## config.mk

```make
export PLATFORM = sky130hd
export DESIGN_NAME = pwo_decode_flat
export DESIGN_NICKNAME = d
export VERILOG_FILES = /design/src/design/pwo_pkg.sv /design/src/design/pwo_issue_if.sv /design/src/design/pwo_decode.sv /design/src/flat_wrapper.sv
export SDC_FILE = /design/constraint.sdc
export NUM_CORES = 1
export LEC_CHECK = 0
export BUFFER_PORTS_ARGS = -buffer_cell sky130_fd_sc_hd__buf_2
export CAP_MARGIN = 20
export CORE_MARGIN = 1
export CORE_UTILIZATION = 50
export DETAILED_ROUTE_END_ITERATION = 10
export PLACE_DENSITY = 0.8
export SYNTH_ARGS = -nofsm -noshare
export SYNTH_HDL_FRONTEND = slang
export SYNTH_SLANG_ARGS = --single-unit
```

## constraint.sdc

```tcl
create_clock -name clk -period 3.3 [get_ports clk]
set_input_delay 0.66 -clock clk [delete_from_list [all_inputs] [get_ports clk]]
set_output_delay 0.66 -clock clk [all_outputs]
set_load 0.01 [all_outputs]
```

## src/design/pwo_pkg.sv

```systemverilog
//==========================================================
// Shared sizes, modulus and types of the pointwise engine
// Imported by every design and testbench file that needs them
//==========================================================

package pwo_pkg;

    //==========================================================
    // Memory layout
    //==========================================================

    // Coefficient value and its memory slot, top slot bit unused
    localparam int COEFF_W   = 23;
    localparam int SLOT_W    = COEFF_W + 1;

    // Four coefficients share one memory word
    localparam int LANES     = 4;
    localparam int WORD_W    = LANES * SLOT_W;

    // 256 coefficients per polynomial
    localparam int NUM_WORDS = 64;
    localparam int CNT_W     = $clog2(NUM_WORDS);
    localparam int ADDR_W    = 15;

    // Full width of a*b + c before reduction
    localparam int PROD_W    = 2 * COEFF_W;

    //==========================================================
    // Types
    //==========================================================

    typedef logic [COEFF_W-1:0] coeff_t;

    // Lane 0 sits in the lowest slot
    typedef coeff_t [LANES-1:0] coeff_vec_t;

    typedef logic [ADDR_W-1:0] addr_t;

    // Q = 2^23 - 2^13 + 1
    localparam coeff_t MOD_Q = 23'd8380417;

    typedef enum logic [1:0] {
        PWO_IDLE = 2'b00,
        PWO_PWM  = 2'b01,
        PWO_PWA  = 2'b10,
        PWO_PWS  = 2'b11
    } pwo_mode_t;

endpackage

```

## src/design/pwo_issue_if.sv

```systemverilog
//==========================================================
// Stage-to-stage links of the pointwise engine
// Issue stream from decode to execute, results to the writer
//==========================================================
`timescale 1ns/1ns

// One issued word per cycle, qualified by valid
interface pwo_issue_if import pwo_pkg::*; ();
    logic      valid;
    logic      last;
    pwo_mode_t mode;
    logic      accumulate;
    addr_t     wr_addr;

    modport decode_mp  (output valid, last, mode, accumulate, wr_addr);
    modport execute_mp (input  valid, last, mode, accumulate, wr_addr);
endinterface


```

## src/design/pwo_decode.sv

```systemverilog
//==========================================================
// Start and busy control, word counter and read addressing
// Issues one word per cycle towards the execute stage
//==========================================================
`timescale 1ns/1ns

module pwo_decode import pwo_pkg::*; (
    input  logic              clk,
    input  logic              reset_n,
    input  logic              zeroize_i,
    input  logic              start_i,
    input  logic              accumulate_i,
    input  pwo_mode_t         mode_i,
    input  addr_t             a_base_i,
    input  addr_t             b_base_i,
    input  addr_t             c_base_i,
    input  logic              done_i,
    output logic              a_rd_en_o,
    output logic              b_rd_en_o,
    output logic              c_rd_en_o,
    output addr_t             a_rd_addr_o,
    output addr_t             b_rd_addr_o,
    output addr_t             c_rd_addr_o,
    output logic              busy_o,
    pwo_issue_if.decode_mp    issue
);

    logic             busy_q;
    logic             active_q;
    logic [CNT_W-1:0] cnt_q;
    pwo_mode_t        mode_q;
    logic             acc_q;
    addr_t            a_base_q;
    addr_t            b_base_q;
    addr_t            c_base_q;

    logic             start_ok;
    logic             last_word;

    // A new run may start in the cycle done is seen
    assign start_ok  = start_i && (mode_i != PWO_IDLE) && (!busy_q || done_i);
    assign last_word = (cnt_q == CNT_W'(NUM_WORDS - 1));

    //==========================================================
    // Run control
    //==========================================================

    always_ff @(posedge clk or negedge reset_n) begin
        if (!reset_n) begin
            busy_q   <= 1'b0;
            active_q <= 1'b0;
            cnt_q    <= '0;
            mode_q   <= PWO_IDLE;
            acc_q    <= 1'b0;
        end else if (zeroize_i) begin
            busy_q   <= 1'b0;
            active_q <= 1'b0;
            cnt_q    <= '0;
            mode_q   <= PWO_IDLE;
            acc_q    <= 1'b0;
        end else if (start_ok) begin
            busy_q   <= 1'b1;
            active_q <= 1'b1;
            cnt_q    <= '0;
            mode_q   <= mode_i;
            acc_q    <= accumulate_i;
        end else begin
            if (done_i) begin
                busy_q <= 1'b0;
            end
            if (active_q) begin
                cnt_q <= cnt_q + CNT_W'(1);
                // Stop reading after word 63
                if (last_word) begin
                    active_q <= 1'b0;
                end
            end
        end
    end

    // Base addresses held for the whole run
    always_ff @(posedge clk) begin
        if (zeroize_i) begin
            a_base_q <= '0;
            b_base_q <= '0;
            c_base_q <= '0;
        end else if (start_ok) begin
            a_base_q <= a_base_i;
            b_base_q <= b_base_i;
            c_base_q <= c_base_i;
        end
    end

    //==========================================================
    // Read port and issue stream
    //==========================================================

    assign a_rd_en_o   = active_q;
    assign b_rd_en_o   = active_q;
    // Destination is only read to accumulate into it
    assign c_rd_en_o   = active_q && (mode_q == PWO_PWM) && acc_q;

    assign a_rd_addr_o = a_base_q + addr_t'(cnt_q);
    assign b_rd_addr_o = b_base_q + addr_t'(cnt_q);
    assign c_rd_addr_o = c_base_q + addr_t'(cnt_q);

    assign busy_o      = busy_q && !done_i;

    assign issue.valid      = active_q;
    assign issue.last       = last_word;
    assign issue.mode       = mode_q;
    assign issue.accumulate = acc_q;
    assign issue.wr_addr    = c_base_q + addr_t'(cnt_q);

endmodule

```

## src/flat_wrapper.sv

```systemverilog
// flat-port wrapper written by rule: the top's interface ports become plain ports
module pwo_decode_flat import pwo_pkg::*;
  (clk, reset_n, zeroize_i, start_i, accumulate_i, mode_i, a_base_i, b_base_i, c_base_i, done_i, a_rd_en_o, b_rd_en_o, c_rd_en_o, a_rd_addr_o, b_rd_addr_o, c_rd_addr_o, busy_o, issue_valid, issue_last, issue_mode, issue_accumulate, issue_wr_addr);
  pwo_issue_if issue_i ();
  input  logic clk;
  input  logic reset_n;
  input  logic zeroize_i;
  input  logic start_i;
  input  logic accumulate_i;
  input  pwo_mode_t mode_i;
  input  addr_t a_base_i;
  input  addr_t b_base_i;
  input  addr_t c_base_i;
  input  logic done_i;
  output logic a_rd_en_o;
  output logic b_rd_en_o;
  output logic c_rd_en_o;
  output addr_t a_rd_addr_o;
  output addr_t b_rd_addr_o;
  output addr_t c_rd_addr_o;
  output logic busy_o;
  output wire logic [$bits(issue_i.valid)-1:0] issue_valid;
  output wire logic [$bits(issue_i.last)-1:0] issue_last;
  output wire logic [$bits(issue_i.mode)-1:0] issue_mode;
  output wire logic [$bits(issue_i.accumulate)-1:0] issue_accumulate;
  output wire logic [$bits(issue_i.wr_addr)-1:0] issue_wr_addr;
  assign issue_valid = issue_i.valid;
  assign issue_last = issue_i.last;
  assign issue_mode = issue_i.mode;
  assign issue_accumulate = issue_i.accumulate;
  assign issue_wr_addr = issue_i.wr_addr;
  pwo_decode u_core (.clk(clk), .reset_n(reset_n), .zeroize_i(zeroize_i), .start_i(start_i), .accumulate_i(accumulate_i), .mode_i(mode_i), .a_base_i(a_base_i), .b_base_i(b_base_i), .c_base_i(c_base_i), .done_i(done_i), .a_rd_en_o(a_rd_en_o), .b_rd_en_o(b_rd_en_o), .c_rd_en_o(c_rd_en_o), .a_rd_addr_o(a_rd_addr_o), .b_rd_addr_o(b_rd_addr_o), .c_rd_addr_o(c_rd_addr_o), .busy_o(busy_o), .issue(issue_i));
endmodule
```

* Word-level counts from Yosys, hierarchy flattened
Cells that the tools add are included.
Storage, ports and cells: flip-flop bits (word level) 56, bits of input ports 53, output and inout port bits 69, word-level logic and storage cells 40
Cells by class: reduce and logical (&&, ||, !) cells 12, eq/ne operators 2, add/subtract/negate cells 4, multiplexer cells 14
Operators by type and width (count):
- adder 15 x 6 -> 15 bit | 3
- 2-to-1 mux 6 bit | 3
- 2-to-1 mux 1 bit | 9
- adder 6 x 1 -> 6 bit (second input constant) | 1
- equality test 6 bit (second input constant) | 1
- nonzero test 3 bit | 2
- logical AND 1 bit | 5
- 2-to-1 mux 2 bit | 2
- nonzero test 2 bit | 2
- equality test 2 x 1 -> 1 bit (second input constant) | 1
- logical NOT 1 bit | 2
- logical OR 1 bit | 1

* Longest topological paths before layout
depth after elaboration 5, depth in mapped cells 7, depth with buffers taken out 6

* Worst setup path after synthesis
Ideal clock, no wire load.
kind reg2out, start point reg u_core.cnt_q[0], end point out issue_wr_addr[8], stages on the path, launching flop included 8, data arrival time 2.163 ns, required time 2.640 ns, buffers on the path 1, setup slack 0.477 ns, path through dfrtp_1 > ha_1 > fa_1 > a211oi_1 > o21bai_1 > a211o_1 > o311ai_0 > buf_4
Between the ends: word-level cells in the longest chain between the ends 1
Ends and longest elaborated chain:
- from (decl) | RTL line pwo_decode.sv:30 | logic [CNT_W-1:0] cnt_q;
- from (signal assigned) | RTL line pwo_decode.sv:72 | cnt_q <= cnt_q + CNT_W'(1);
- adder 15 x 6 -> 15 bit
- to (decl) | RTL line flat_wrapper.sv:26 | output wire logic [$bits(issue_i.wr_addr)-1:0] issue_wr_addr;
Every way passes these cells.

* Final worst setup path
start point reg u_core.cnt_q[1], end point out a_rd_addr_o[9]
Between the ends: word-level cells in the longest chain between the ends 1
Ends and longest elaborated chain:
- adder 15 x 6 -> 15 bit | RTL line pwo_decode.sv:103 | assign a_rd_addr_o = a_base_q + addr_t'(cnt_q);
- to (decl) | RTL line flat_wrapper.sv:18 | output addr_t a_rd_addr_o;
Every way passes these cells.

==> metrics.txt <==
status=complete, no violations; Setup crit start kind=flop; Slew Limit Fails=0; DRC viols=0; final setup violation count=0; critical-path maximum fanout=9; VDD IR max=0.000186 V; number of diodes=0; PwrDens=357 mW/mm^2; Starting Density=0.514; fillers=630; drt pass-1 iters=6; Post-CTS Setup Bufs=0; Die Footprint=0.00728 sq mm; largest net degree at the start of global routing=57; sequential-to-total area share from yosys stat=0.339; Slew @ Worst Pin=1070 ps; HP Class=in2async; Worst-path clk slew=100 ps; Critical Path RT=2640 ps; Worst EP arrival=2490 ps; post-synthesis cell area=0.00347 sq mm; first-pass GRT wire length=13.7 mm; Nets=608; fin crit period=3150 ps; Multi-input gate area=0.00210 sq mm; Rel. slew slack=0.289; CP endpoint kind=primary output; max-cap viol count=0; most common library cell in the layout ignoring fill and taps=buf_2; Synth area leaders=dfxtp_1 26%, nand2_1 12%, a21oi_1 8.9%; initial antenna violation count=0; Yosys warning count=0; clk_lat worst skew=310 ps; GRT Util Overall=0.232; commonest non-fill, non-tap cells in the layout=121 x buf_2, 111 x nand2_1, 61 x a21oi_1; post-synth top area cell=dfxtp_1; final setup margin=151 ps; port bufs=121; Vias per Instance=5.47; number of global-route vias before repair=3065; clk root buf=clkbuf_8; DRT antenna net count=0; layout cell share with drive strength beyond 1=0.270; post-synthesis cell count=437; skew final=7.38 ps; Sequential cell area=0.00118 sq mm; drt total wl=8.55 mm; hpwl dp=6.22 mm; Mapped Avg Cell Area=7.95 sq um; Fin. Hold Viols=0; depth of the CTS H-tree=2; clk buf depth=2; reg2reg path depth=6; FP Rows=30; CTS buffer count=5; Final GP Congestion=0.905; I/O Pins=122; Tcrit/Tclk final=0.954; initial DRC count=193; Overflow after GRT=0; die span in y=85.3 um; WL per Instance=13.9 um; Unique masters post-synth=39; CTS tree=yes; synth-to-layout area growth=19.4%; Yosys reg bits=56; share of the synthesized area in the top cell type=0.259; hold buffers post-CTS=0; Core Util, Final=0.614; Setup WS pre-CTS=432 ps; Static Leak=0.00204 uW; Peak Freq=318 MHz; clock sink count=56; core area=0.00676 sq mm; critical path class=reg2out; Net Count, Synth=512; Via Count=3356; DIE WIDTH=85.3 um
[stage by stage]
stage	setup TNS [ps]	cell area (sq um)	hold WS [ps]	cells	total power [uW]
after global routing	-12.9	4150	209	614	1550
after CTS	0	4120	200	614	1490
final	0	4150	199	614	1480
after floorplan	0	3470	364	437	942
after global placement	0	4010	448	606	1030
after detailed placement	0	4010	458	606	1040
[sequential cells by signal, indices dropped and copies added, names as in the netlist]
signal	flops
u_core.a_base_q	15
u_core.b_base_q	15
u_core.c_base_q	15
u_core.cnt_q	6
u_core.issue.mode	2
u_core.a_rd_en_o	1
u_core.busy_q	1
u_core.issue.accumulate	1
[path summary, 6_finish.rpt]
check / from / end / slack [ps]
worst max-delay path: u_core.cnt_q[1] / a_rd_addr_o[9] / 150
worst min-delay path: reset_n / u_core.busy_q / 200
worst max register to register: u_core.busy_q / u_core.b_base_q[5] / 1550
worst min register to register: u_core.a_base_q[3] / u_core.a_base_q[3] / 470
max in group asynchronous: reset_n / u_core.cnt_q[0] / 2880
min in group clk: u_core.a_base_q[3] / u_core.a_base_q[3] / 470
[logic make-up (layout without fill, tap and decap cells)]
| logic type | count (synthesis) | in the layout | share of synthesized area |
|---|---|---|---|
| fa+ha+maj | 22 | 22 | 0.0857 |
| buf+inv | 43 | 140 | 0.0674 |
| xor+xnor | 39 | 39 | 0.0983 |
| simple gates | 181 | 181 | 0.248 |
| flops | 56 | 56 | 0.339 |
| mux | 1 | 1 | 0.00288 |
| compound gates | 95 | 95 | 0.159 |
[synth_stat cells]
master    count
a21o_1        8
nand2_1     111
xnor2_1      21
nand3_1      10
and4b_1       1
or3_2         2
o21ai_0       7
or4_1         3
inv_1         8
buf_2         7
nor2_1       12
a21oi_1      62
nand4_4       2
nand4_1       9
nand2b_1      5
mux2i_1       1
buf_4        17
dfrtp_1      11
o211ai_1      3
nor3b_1       5
and3_1        3
o311ai_0      1
nand3b_1      1
a221oi_2      2
or2b_1        2
nor2b_1       2
o21bai_1      2
a211oi_1      2
dfxtp_1      45
xor2_1       18
o22ai_1       6
and4_4        2
and4_1        1
ha_1         19
clkbuf_1     11
nor3_1       10
a211o_1       1
fa_1          3
a221oi_1      1
[power by group]
part	total, uW	switching (uW)	internal [uW]
sequential	755	40.4	714
combinational	274	157	117
clock	451	225	226
[cell type report]
class / count / share of cell area
clock buffers: 6 / 0.0175
clock inverters: 2 / 0.00845
inverters: 8 / 0.00724
multi-input cells: 338 / 0.507
flip-flops and latches: 56 / 0.284
well taps: 80 / 0.0241
repair buffers: 124 / 0.151
[critical path, stage by stage (launching register included)]
cell     delay, ps
dfrtp_1        610
ha_1           320
a21o_1         160
a21oi_1        550
o22ai_1        210
xor2_1         180
buf_2          140
[layer usage]
metal,track usage,vias up,share of wire
li1,-,1678,-
met1,0.273,1519,0.43
met2,0.419,130,0.48
met3,0.0350,29,0.052
met4,0.103,0,0.035
met5,0,-,0
[repair_timing]
action / 4_1_cts / 5_1_grt
gates resized for setup: 0 / 5
endpoints found under the setup margin: 0 / 10
hold endpoints to repair: 0 / 0
(Power assumes the default switching activity.)
