## config.mk

```make
export PLATFORM = sky130hd
export DESIGN_NAME = pwo_result_flat
export DESIGN_NICKNAME = d
export VERILOG_FILES = /design/src/design/pwo_pkg.sv /design/src/design/pwo_issue_if.sv /design/src/design/pwo_result.sv /design/src/flat_wrapper.sv
export SDC_FILE = /design/constraint.sdc
export NUM_CORES = 1
export LEC_CHECK = 0
export ABC_AREA = 0
export ABC_CLOCK_PERIOD_IN_PS = 1900
export BUFFER_PORTS_ARGS = -buffer_cell sky130_fd_sc_hd__buf_2
export CORE_MARGIN = 2
export CORE_UTILIZATION = 35
export DETAILED_ROUTE_END_ITERATION = 10
export GPL_TIMING_DRIVEN = 0
export HOLD_SLACK_MARGIN = 0.1
export PLACE_DENSITY = 0.64
export RECOVER_POWER = 50
export SLEW_MARGIN = 20
export SYNTH_ARGS = -nofsm -noshare
export SYNTH_HDL_FRONTEND = slang
export SYNTH_SLANG_ARGS = --single-unit
```

## constraint.sdc

```tcl
create_clock -name clk -period 1.9 [get_ports clk]
set_clock_uncertainty 0.15 [all_clocks]
set_input_delay 0.095 -clock clk [delete_from_list [all_inputs] [get_ports clk]]
set_output_delay 0.095 -clock clk [all_outputs]
set_load 0.05 [all_outputs]
```

## src/design/pwo_pkg.sv

```systemverilog
//==========================================================
// Shared sizes, modulus and types of the pointwise engine
// Imported by every design and testbench file that needs them
//==========================================================

package pwo_pkg;

    //==========================================================
    // Memory layout
    //==========================================================

    // Coefficient value and its memory slot, top slot bit unused
    localparam int COEFF_W   = 23;
    localparam int SLOT_W    = COEFF_W + 1;

    // Four coefficients share one memory word
    localparam int LANES     = 4;
    localparam int WORD_W    = LANES * SLOT_W;

    // 256 coefficients per polynomial
    localparam int NUM_WORDS = 64;
    localparam int CNT_W     = $clog2(NUM_WORDS);
    localparam int ADDR_W    = 15;

    // Full width of a*b + c before reduction
    localparam int PROD_W    = 2 * COEFF_W;

    //==========================================================
    // Types
    //==========================================================

    typedef logic [COEFF_W-1:0] coeff_t;

    // Lane 0 sits in the lowest slot
    typedef coeff_t [LANES-1:0] coeff_vec_t;

    typedef logic [ADDR_W-1:0] addr_t;

    // Q = 2^23 - 2^13 + 1
    localparam coeff_t MOD_Q = 23'd8380417;

    typedef enum logic [1:0] {
        PWO_IDLE = 2'b00,
        PWO_PWM  = 2'b01,
        PWO_PWA  = 2'b10,
        PWO_PWS  = 2'b11
    } pwo_mode_t;

endpackage

```

## src/design/pwo_issue_if.sv

```systemverilog


// Reduced results of one word
interface pwo_result_if import pwo_pkg::*; ();
    logic       valid;
    logic       last;
    addr_t      wr_addr;
    coeff_vec_t result;

    modport execute_mp (output valid, last, wr_addr, result);
    modport result_mp  (input  valid, last, wr_addr, result);
endinterface

```

## src/design/pwo_result.sv

```systemverilog
//==========================================================
// Destination write port and completion pulse
// Packs reduced lanes into memory slots, one word per cycle
//==========================================================
`timescale 1ns/1ns

module pwo_result import pwo_pkg::*; (
    input  logic              clk,
    input  logic              reset_n,
    input  logic              zeroize_i,
    pwo_result_if.result_mp   res,
    output logic              c_wr_en_o,
    output addr_t             c_wr_addr_o,
    output logic [WORD_W-1:0] c_wr_data_o,
    output logic              done_o
);

    logic              wr_last_q;
    logic [WORD_W-1:0] wr_data_d;

    // Top bit of every slot written as zero
    always_comb begin
        for (int i = 0; i < LANES; i++) begin
            wr_data_d[i*SLOT_W +: SLOT_W] = {1'b0, res.result[i]};
        end
    end

    always_ff @(posedge clk or negedge reset_n) begin
        if (!reset_n) begin
            c_wr_en_o <= 1'b0;
            wr_last_q <= 1'b0;
            done_o    <= 1'b0;
        end else if (zeroize_i) begin
            c_wr_en_o <= 1'b0;
            wr_last_q <= 1'b0;
            done_o    <= 1'b0;
        end else begin
            c_wr_en_o <= res.valid;
            wr_last_q <= res.valid && res.last;
            // One cycle after the last write
            done_o    <= wr_last_q;
        end
    end

    always_ff @(posedge clk) begin
        if (zeroize_i) begin
            c_wr_addr_o <= '0;
            c_wr_data_o <= '0;
        end else if (res.valid) begin
            c_wr_addr_o <= res.wr_addr;
            c_wr_data_o <= wr_data_d;
        end
    end

endmodule

```

## src/flat_wrapper.sv

```systemverilog
// flat-port wrapper written by rule: the top's interface ports become plain ports
module pwo_result_flat import pwo_pkg::*;
  (clk, reset_n, zeroize_i, c_wr_en_o, c_wr_addr_o, c_wr_data_o, done_o, res_valid, res_last, res_wr_addr, res_result);
  pwo_result_if res_i ();
  input  logic clk;
  input  logic reset_n;
  input  logic zeroize_i;
  output logic c_wr_en_o;
  output addr_t c_wr_addr_o;
  output logic [WORD_W-1:0] c_wr_data_o;
  output logic done_o;
  input wire logic [$bits(res_i.valid)-1:0] res_valid;
  input wire logic [$bits(res_i.last)-1:0] res_last;
  input wire logic [$bits(res_i.wr_addr)-1:0] res_wr_addr;
  input wire logic [$bits(res_i.result)-1:0] res_result;
  assign res_i.valid = res_valid;
  assign res_i.last = res_last;
  assign res_i.wr_addr = res_wr_addr;
  assign res_i.result = res_result;
  pwo_result u_core (.clk(clk), .reset_n(reset_n), .zeroize_i(zeroize_i), .res(res_i), .c_wr_en_o(c_wr_en_o), .c_wr_addr_o(c_wr_addr_o), .c_wr_data_o(c_wr_data_o), .done_o(done_o));
endmodule
```

-- Yosys cells after proc, flatten, opt, wreduce, memory -nomap -nowiden
Index checks and enable logic that the tools add are counted.
- reductions and logical operators: 1
- muxes and demuxes: 3
- operators by type and width (kind ; count):
    1-bit 2-to-1 mux ; 3
    1-bit logical AND ; 1
- output and inout bits: 113
- bits of input ports: 112
- logic and storage cells: 9
- register bits: 110

-- Logic depth before layout (Yosys ltp)
Gate-level depths: netlist of run 1.
- word-level depth: 2
- mapped depth: 5
- gate-level depth less buffers: 2

-- Least setup slack after synthesis of run 1
No wires, ideal clock.
- kind: register to register
- from: register, netlist name u_core.c_wr_addr_o[0]
- to: register u_core.c_wr_addr_o[0]
- stages on the path, launching flop included: 3
- buffers on the path: 0
- arrival: 0.817 ns
- path slack: 0.868 ns
- period minus slack after synthesis: 1.032 ns
- required time: 1.685 ns
- library setup time: 0.065 ns
- path through: dfxtp_1 -> mux2i_1 -> nor2_1
- RTL lines (item ; RTL line ; source):
    end signal: assignment ; pwo_result.sv:50 ; c_wr_addr_o <= res.wr_addr;
    end: declaration ; pwo_result.sv:13 ; output addr_t c_wr_addr_o,

-- Worst setup path in the final report of run 1
- from: input port zeroize_i
- to: register u_core.c_wr_data_o[85]
- RTL lines (item ; RTL line ; source):
    start: declaration ; flat_wrapper.sv:7 ; input logic zeroize_i;
    end signal: assignment ; pwo_result.sv:51 ; c_wr_data_o <= wr_data_d;
    end: declaration ; pwo_result.sv:14 ; output logic [WORD_W-1:0] c_wr_data_o,
No word-level cell between the ends.

==> impl.org, run 1 <==
** Outcome
- The flow ran to the end, and the final reports show no timing, DRC or antenna violations.

** Timing
- The hold violation count in the final report came to 0.
- For the pin with the worst max-slew slack, the measured transition is 0.682 ns.
- Share of the clock period used by the worst path :: 79.3%
- Setup violations remaining at the end of the flow were counted as 0.
- Post-route worst hold slack :: 0.105 ns
- Number of pins exceeding their max-slew limit in the final report :: 0
- Setup repair after global routing left no endpoint under its margin.
- Relative slew slack :: 54.7%
- Sum of negative setup slack :: 0 ns
- Final critical delay including setup and external delays :: 1.51 ns
- Derived from the worst setup path, the maximum achievable clock frequency is 664 MHz.

** Clock network
- CTS tree :: built
- The clock tree synthesis step divided the H-tree into 3 levels.
- Total clock sinks :: 110
- CTS placed an instance of clkbuf_8 at the clock tree root.
- The longest clock path from root to sink contains 2 buffers.
- After clock tree synthesis, the setup repair step added 0 buffers.
- Clock-pin slew was measured on the worst setup and hold paths at 0.09 ns.
- The later pin in the worst-skew pair is clocked with a latency of 0.35 ns.
- Clock buffers created by TritonCTS :: 9

** Floorplanning
- For this design the top-level I/O count stands at 225.
- Die Y-Extent :: 110 um
- Starting Density :: 36.0%
- The die is 110 um wide.
- Area inside the core boundary :: 10,800 sq um
- In this run the core area contains 38 standard-cell rows.
- DIE AREA :: 12,000 sq um

** Global routing
- Vias in the first global route :: 3,697
- Congestion Overflow GR :: 0
- Global routing consumed, over all layers together, 18.5% of the routing resources.
- Entering global routing, the biggest net connects 17 pins.
- Number of antenna violations at the first check in global routing :: 0
- Wire length of the first global-routing pass :: 17.1 mm

** Synth
- The number of different library cells used by synthesis comes to 12.
- Synthesized-area fraction occupied by ao, oa, aoi and oai cells :: 0%
- Library cell occupying the most area in the post-synthesis netlist :: dfxtp_1
- Of the synthesized area, sequential elements account for 56.8%.
- Avg Inst Size Synth :: 11.0 sq um
- Synth Area in Simple Gates :: 10.8%
- Cell types occupying the most area after synthesis :: dfxtp_1 (55%), mux2i_1 (27%), nor2_1 (10%), buf_4 (2.7%), dfrtp_1 (1.9%)
- Number of flip-flops and latches in the synthesized netlist :: 110
- Synth Instances :: 356
- Measured against the total synthesized area, the mux share comes to 27.5%.
- After Yosys synthesis, full adders, half adders and majority gates account for 0% of the synthesized area.
- The synthesized netlist devotes 0% of its cell area to XOR and XNOR gates.
- The mapped netlist covers 3900 sq um.
- Yosys printed 0 warnings.
- Dominant combinational cell family by area after synthesis :: multiplexers
- Area share of the largest cell type after synthesis :: 54.9%

** Critical path
- Endpoint of the lowest-slack register-to-register path :: u_core.c_wr_addr_o[1]$_SDFFE_PP0P_
- Crit path arrival time :: 1.58 ns
- Register-to-register path setup slack :: 1.04 ns
- Startpoint kind of the worst setup timing path :: input pin
- The worst register-to-register path begins at u_core.c_wr_addr_o[1]$_SDFFE_PP0P_.
- Of all nets on the critical path, the largest fanout is 10.
- The critical path in this run is classified as in -> reg.
- Worst Setup End Kind :: flop
- For the worst flop-to-flop path, the logic depth is 2.
- STA puts the critical path data required time at 1.98 ns.

** Layout
- The post-route netlist has 21.7% of its cells at a drive strength greater than 1.
- Number of inserted filler cells in the final layout :: 940
- The final layout contains 811 nets.
- The number of antenna diodes in the final layout is 0.
- Synth-to-Final Area Change :: 63.2%

** Power and ir drop
- In this run the power density over the cells is 810 nW/um^2.
- Sequential power share :: 48.7%
- Worst IR Drop VDD :: 0.482 mV
- Internal power comes to 3.56 mW.
- Combinational share of power :: 24.1%
- Lkg Pwr :: 3.05 nW
- The clock network accounts for 27.1% of the total power.
- Switching part of the total power :: 30.9%
- In this run the power spent charging and discharging nets is 1.60 mW.
- Sum of internal, switching and leakage power :: 5.16 mW

** Drt
- Post-route DRC violation count :: 0
- After detailed routing, the average wire length per cell comes to 13.9 um.
- The final layout contains routed wiring with a total length of 11.7 mm.
- For this block, the via count after detailed routing is 3,747.
- In this run, the number of DRC markers left after iteration 0 of detailed routing was 197.
- Once detail routing completed, the nets flagged for antenna violations numbered 0.
- First-pass DRT Iterations :: 4
- Using the TritonRoute via totals, the vias-per-cell ratio works out to 4.44.

** Placed design
- Placer's final routability congestion estimate :: 0.712
- Count of input and output buffers :: 218
- HPWL after DPL :: 7.37 mm

** Hold path
- Hold Path Sink :: u_core.c_wr_en_o$_DFF_PN0_
- Worst hold-check path type :: in -> reg
- Hold depth :: 3
- The startpoint identified for the worst hold timing path is res_valid.

** Job
- Across the run, the number of max-cap violations was 0.
power by group through the flow:
stage / clock network (mW) / registers, mW / logic (mW)
floorplan: 0 / 3.03 / 0.308
global placement: 0 / 2.55 / 1.08
detailed placement: 0 / 2.56 / 1.09
finish: 1.40 / 2.51 / 1.24
global route: 1.54 / 2.53 / 1.32
CTS: 1.45 / 2.51 / 1.27
Yosys cell counts:
| library cell | instances |
|---|---|
| buf_2 | 1 |
| nor2b_1 | 2 |
| dfxtp_1 | 107 |
| buf_8 | 2 |
| clkbuf_1 | 10 |
| buf_4 | 14 |
| mux2i_1 | 107 |
| buf_6 | 1 |
| conb_1 | 1 |
| nor2_1 | 107 |
| and2_1 | 1 |
| dfrtp_1 | 3 |
state kept, by name (all words and copies together), names as in the netlist:
| name | count |
|---|---|
| u_core.c_wr_addr_o | 15 |
| u_core.c_wr_data_o | 92 |
| u_core.c_wr_en_o | 1 |
| u_core.done_o | 1 |
| u_core.wr_last_q | 1 |
routing by layer:
layer	up-vias	global-route usage [%]	part of all wire [%]
li1	1848	-	-
met5	-	0	0
met4	0	8.59	2.4
met3	24	4.74	8.1
met1	1707	19.6	39
met2	168	34.0	51
cells in the final DEF, fill, tap and decap left out:
| cell type | netlist | final |
|---|---|---|
| dfrtp_1 | 3 | 3 |
| nor2b_1 | 2 | 2 |
| buf_2 | 1 | 121 |
| dlygate4sd3_1 | 0 | 111 |
| and2_0 | 0 | 1 |
| dfxtp_1 | 107 | 107 |
| buf_6 | 1 | 1 |
| buf_8 | 2 | 2 |
| clkbuf_8 | 0 | 11 |
| bufinv_16 | 0 | 1 |
| conb_1 | 1 | 4 |
| clkinv_2 | 0 | 3 |
| nor2_1 | 107 | 107 |
| clkbuf_1 | 10 | 109 |
| mux2i_1 | 107 | 107 |
| buf_4 | 14 | 14 |
cell families (layout without fill, tap and decap cells):
family        after synthesis  in the layout
simple gates              110            110
mux                       107            107
flops                     110            110
other cells                 1              4
buf+inv                    28            373
metrics by stage:
step	std cells	instance area, sq um	setup WS, ns	utilization [%]
after floorplan	359	3910	0.868	-
after global placement	717	5180	0.595	47.8
after detailed placement	717	5180	0.566	47.8
after CTS	844	6490	0.402	59.9
after global routing	844	6370	0.286	58.7
final	844	6370	0.393	58.7
layout make-up:
type	count	area (sq um)	area share [%]
flip-flops and latches	110	2220	34.8
clock inverters	4	45.0	0.707
repair buffers	329	2080	32.7
clock buffers	12	155	2.44
multi-input cells	221	1510	23.7
plain buffers	28	189	2.97
well taps	140	175	2.75
repair_timing:
action / 4_1_cts / 5_1_grt
hold buffers: 111 / 0
hold endpoints to repair: 112 / 0
gates resized for setup: 0 / 0
how the worst max path moves through the flow:
stage | from | end | slack [ns] | cells after the start
6_report | zeroize_i | u_core.c_wr_data_o[85]$_SDFFE_PP0P_ | 0.39 | 5
5_1_grt | zeroize_i | u_core.c_wr_data_o[85]$_SDFFE_PP0P_ | 0.29 | 5
4_1_cts | zeroize_i | u_core.c_wr_addr_o[5]$_SDFFE_PP0P_ | 0.40 | 5
3_5_place_dp | zeroize_i | u_core.c_wr_addr_o[5]$_SDFFE_PP0P_ | 0.57 | 4
3_3_place_gp | zeroize_i | u_core.c_wr_addr_o[4]$_SDFFE_PP0P_ | 0.60 | 4
2_1_floorplan | u_core.c_wr_addr_o[0]$_SDFFE_PP0P_ | u_core.c_wr_addr_o[0]$_SDFFE_PP0P_ | 0.87 | 2
critical path, cell delays in order:
cell	delay, ns
dlygate4sd3_1	0.53
buf_2	0.26
buf_4	0.22
clkbuf_1	0.35
nor2_1	0.13
Note: power is estimated with default switching activity, not from simulation.
==> run 2: changes to the inputs <==
--- a/config.mk
+++ b/config.mk
@@ -6,7 +6,7 @@
 export NUM_CORES = 1
 export LEC_CHECK = 0
 export ABC_AREA = 0
-export ABC_CLOCK_PERIOD_IN_PS = 1900
+export ABC_CLOCK_PERIOD_IN_PS = 1390
 export BUFFER_PORTS_ARGS = -buffer_cell sky130_fd_sc_hd__buf_2
 export CORE_MARGIN = 2
 export CORE_UTILIZATION = 35
==> constraint.sdc (replaced) <==
create_clock -name clk -period 1.39 [get_ports clk]
set_clock_uncertainty 0.15 [all_clocks]
set_input_delay 0.0695 -clock clk [delete_from_list [all_inputs] [get_ports clk]]
set_output_delay 0.0695 -clock clk [all_outputs]
set_load 0.05 [all_outputs]
==> impl.org, run 2 (synthesized netlist as in run 1, its figures left out) <==
** Outcome
- The run finished with clean final reports.

** Clock network
- The tree is rooted in a clkbuf_8.
- The maximum buffer depth of the clock tree was 2 (unchanged).
- Register clock-pin slew on the reported worst setup and hold paths :: 0.09 ns (about the same)
- The CTS sink count is 110 (unchanged).
- The worst-skew pair later-pin latency is 0.35 ns (about the same).
- TritonCTS built the clock tree.
- Number of buffers added for setup after CTS :: 0 (unchanged)
- The total CTS buffers is 9 (unchanged).
- H-tree level count :: 3 (unchanged)

** Critical path
- The maximum fanout along the worst path came to 1 (-9).
- The worst setup path is launched from an input pin.
- The delay of the slowest cell on the worst path was 0.55 ns (+0.02 ns).
- Most used cell along the critical path :: dlygate4sd3_1
- Critical-path cell list :: dlygate4sd3_1 -> buf_2 -> and2_1 -> dlygate4sd3_1
- Setup Crit Path Kind :: in -> reg
- STA classifies the critical path endpoint as a flop.
- Crit path arrival time :: 1.40 ns (-0.18 ns)
- Launch point of the worst path :: res_last
- Critical register-to-register path startpoint :: u_core.c_wr_data_o[93]$_SDFFE_PP0P_
- Among all stages on the critical path, the largest delay is contributed by dlygate4sd3_1.
- The required arrival time at the worst endpoint was 1.48 ns (-0.50 ns).

** Global routing
- The global-route met2 utilization came to 34.2% (+0.18 points).
- met2 is the most crowded layer.
- The total global-route track usage came to 18.6% (+0.15 points).
- The met1 demand-to-capacity share in global routing is 19.9% (+0.29 points).
- Largest net degree at the start of global routing :: 17 (unchanged)
- The wire length of the first global-routing pass was 17.3 mm (+0.81%).
- Congestion Overflow GR :: 0 (unchanged)
- The number of global-route vias before repair was 3,743 (+1.2%).
- The met3 track utilization from global routing came to 4.80% (+0.059 points).
- The initial antenna violation count was 0 (unchanged).

** Drt
- The post-detailed-route DRC marker count came to 0 (unchanged).
- Via-to-Cell Ratio :: 4.37 (-1.7%)
- Post-detailed-routing wire length :: 11.6 mm (-0.94%)
- Vias :: 3,689 (-1.5%)
- Number of nets still failing antenna checks after routing :: 0 (unchanged)
- Routed length per placed instance :: 13.8 um (-1.1%)
- The detailed-routing iteration count for the pre-antenna-repair pass came to 4 (unchanged).
- The number of DRC markers after the initial detailed-route iteration is 158 (-20%).

** Floorplanning
- The area of the core region was 10,800 sq um (unchanged).
- The die area is 12,000 sq um (unchanged).
- The die width is 110 um (unchanged).
- Die Y-Extent :: 110 um (unchanged)
- Number of rows in the core area :: 38 (unchanged)
- Starting Density :: 36.0% (unchanged)
- The number of top-level pins came to 225 (unchanged).

** Layout
- The final net count came to 812 (+0.12%).
- Top library cells by usage in the layout, fill and taps aside :: buf_2 (216), dlygate4sd3_1 (112), mux2i_1 (107), nor2_1 (107), dfxtp_1 (107)
- Register Area :: 2220 sq um (unchanged)
- Number of inserted filler cells in the final layout :: 882 (-6.2%)
- The ratio of cells with drive above 1 in the final layout is 35.2% (+13 points).
- Largest register FFs :: 92 (unchanged)
- The multi-input logic area was 1510 sq um (unchanged).
- Biggest registers after layout :: u_core.c_wr_data_o: 92 flops, u_core.c_wr_addr_o: 15 flops
- The final antenna diode count was 0 (unchanged).
- Synth-to-Final Area Change :: 66.5%
- Design Area, Final :: 6490 sq um (+2.0%)
- Register bank with the most flops :: u_core.c_wr_data_o
- Most frequent standard cell in the layout excluding fill and tap cells :: buf_2

** Timing
- The hold violation count in the final report is 0 (unchanged).
- Unrepaired setup endpoints after global routing :: false
- Highest attainable clock frequency :: 764 MHz
- The total negative slack came to 0 ns (unchanged).
- After layout, the minimum clock period comes to 1.31 ns.
- The transition time at the pin with the least slew margin is 0.587 ns (-0.0951 ns).
- The post-route worst setup slack is 0.0804 ns (-0.313 ns).
- The worst relative slew slack came to 60.9% (+6.1 points).
- The final count of pins violating max slew came to 0 (unchanged).
- Share of the clock period used by the worst path :: 94.2%
- The final setup violation count came to 0 (unchanged).

** Placed design
- Post-placement setup slack :: 0.0814 ns (-0.485 ns)
- HPWL after DPL :: 7.37 mm (unchanged)
- Placer's final routability congestion estimate :: 0.712 (unchanged)
- Count of input and output buffers :: 218 (unchanged)
- The placement-stage cell area came to 5180 sq um (unchanged).

** Hold path
- The startpoint identified for the worst hold timing path is res_valid.
- Worst hold-check path type :: in -> reg

** Power and ir drop
- The worst vdd rail ir drop was 0.660 mV (+37%).
- Power per cell area :: 1090 nW/um^2 (+35%)
- The leakage power summed over all cells is 3.42 nW (+12%).

** Job
- Number of maximum-capacitance violations :: 0 (unchanged)
==> run 2: cell count changes in the layout (fill, tap and decap cells not counted) <==
cell,before,now
dlygate4sd3_1,111,112
buf_4,14,13
and2_0,1,0
and2_1,0,1
clkbuf_1,109,14
buf_2,121,216
clkbuf_2,0,1
==> run 2: worst paths after layout <==
kind	to	slack, ns	cells after the start
hold / removal	u_core.c_wr_data_o[0]$_SDFFE_PP0P_	0.13	4
setup reg to reg	u_core.c_wr_data_o[93]$_SDFFE_PP0P_	0.57	2
max in group asynchronous	u_core.done_o$_DFF_PN0_	0.44	3
hold reg to reg	u_core.done_o$_DFF_PN0_	0.33	1
min in group asynchronous	u_core.wr_last_q$_DFF_PN0_	0.50	3
setup / recovery	u_core.wr_last_q$_DFF_PN0_	0.08	4
==> run 2: per-stage QoR <==
step	hold slack, ns	total power, mW	cells	utilization (%)
floorplan	-0.376	4.56	359	-
global placement	-0.283	4.96	717	47.8
detailed placement	-0.280	4.99	717	47.8
CTS	0.102	7.15	850	60.4
global route	0.159	7.41	845	59.9
finish	0.130	7.10	845	59.9
==> run 2: final cells by class <==
type | instances | share of cell area (%)
sequential | 110 | 34.1
buffer | 28 | 2.85
tap | 140 | 2.70
multi-input combinational | 221 | 23.2
timing repair buffer | 330 | 34.0
clock inverter | 4 | 0.694
clock buffer | 12 | 2.39
==> run 2: worst max-delay path: cells and delay by family <==
kind	cells	cell delay, ns
buf+inv	3	1.21
simple gates	1	0.12
==> run 2: where the power goes <==
part	leakage [nW]	total (mW)	switching [mW]	internal, mW
sequential	0.924	3.43	0.0936	3.34
clock	0.106	1.92	0.993	0.925
combinational	2.39	1.75	1.09	0.655
total	3.42	7.10	2.18	4.92
==> run 2: timing repair <==
action | 4_1_cts | 5_1_grt
endpoints found under the setup margin | 0 | 5
hold buffers | 117 | 0
endpoints found under the hold margin | 112 | 0
gates resized for setup | 0 | 0
==> run 2: per-layer routing <==
| layer | up-vias | routed length (um) |
|---|---|---|
| met1 | 1664 | 4520 |
| met2 | 154 | 5870 |
| met5 | - | 0 |
| li1 | 1848 | - |
| met4 | 0 | 290 |
| met3 | 23 | 939 |
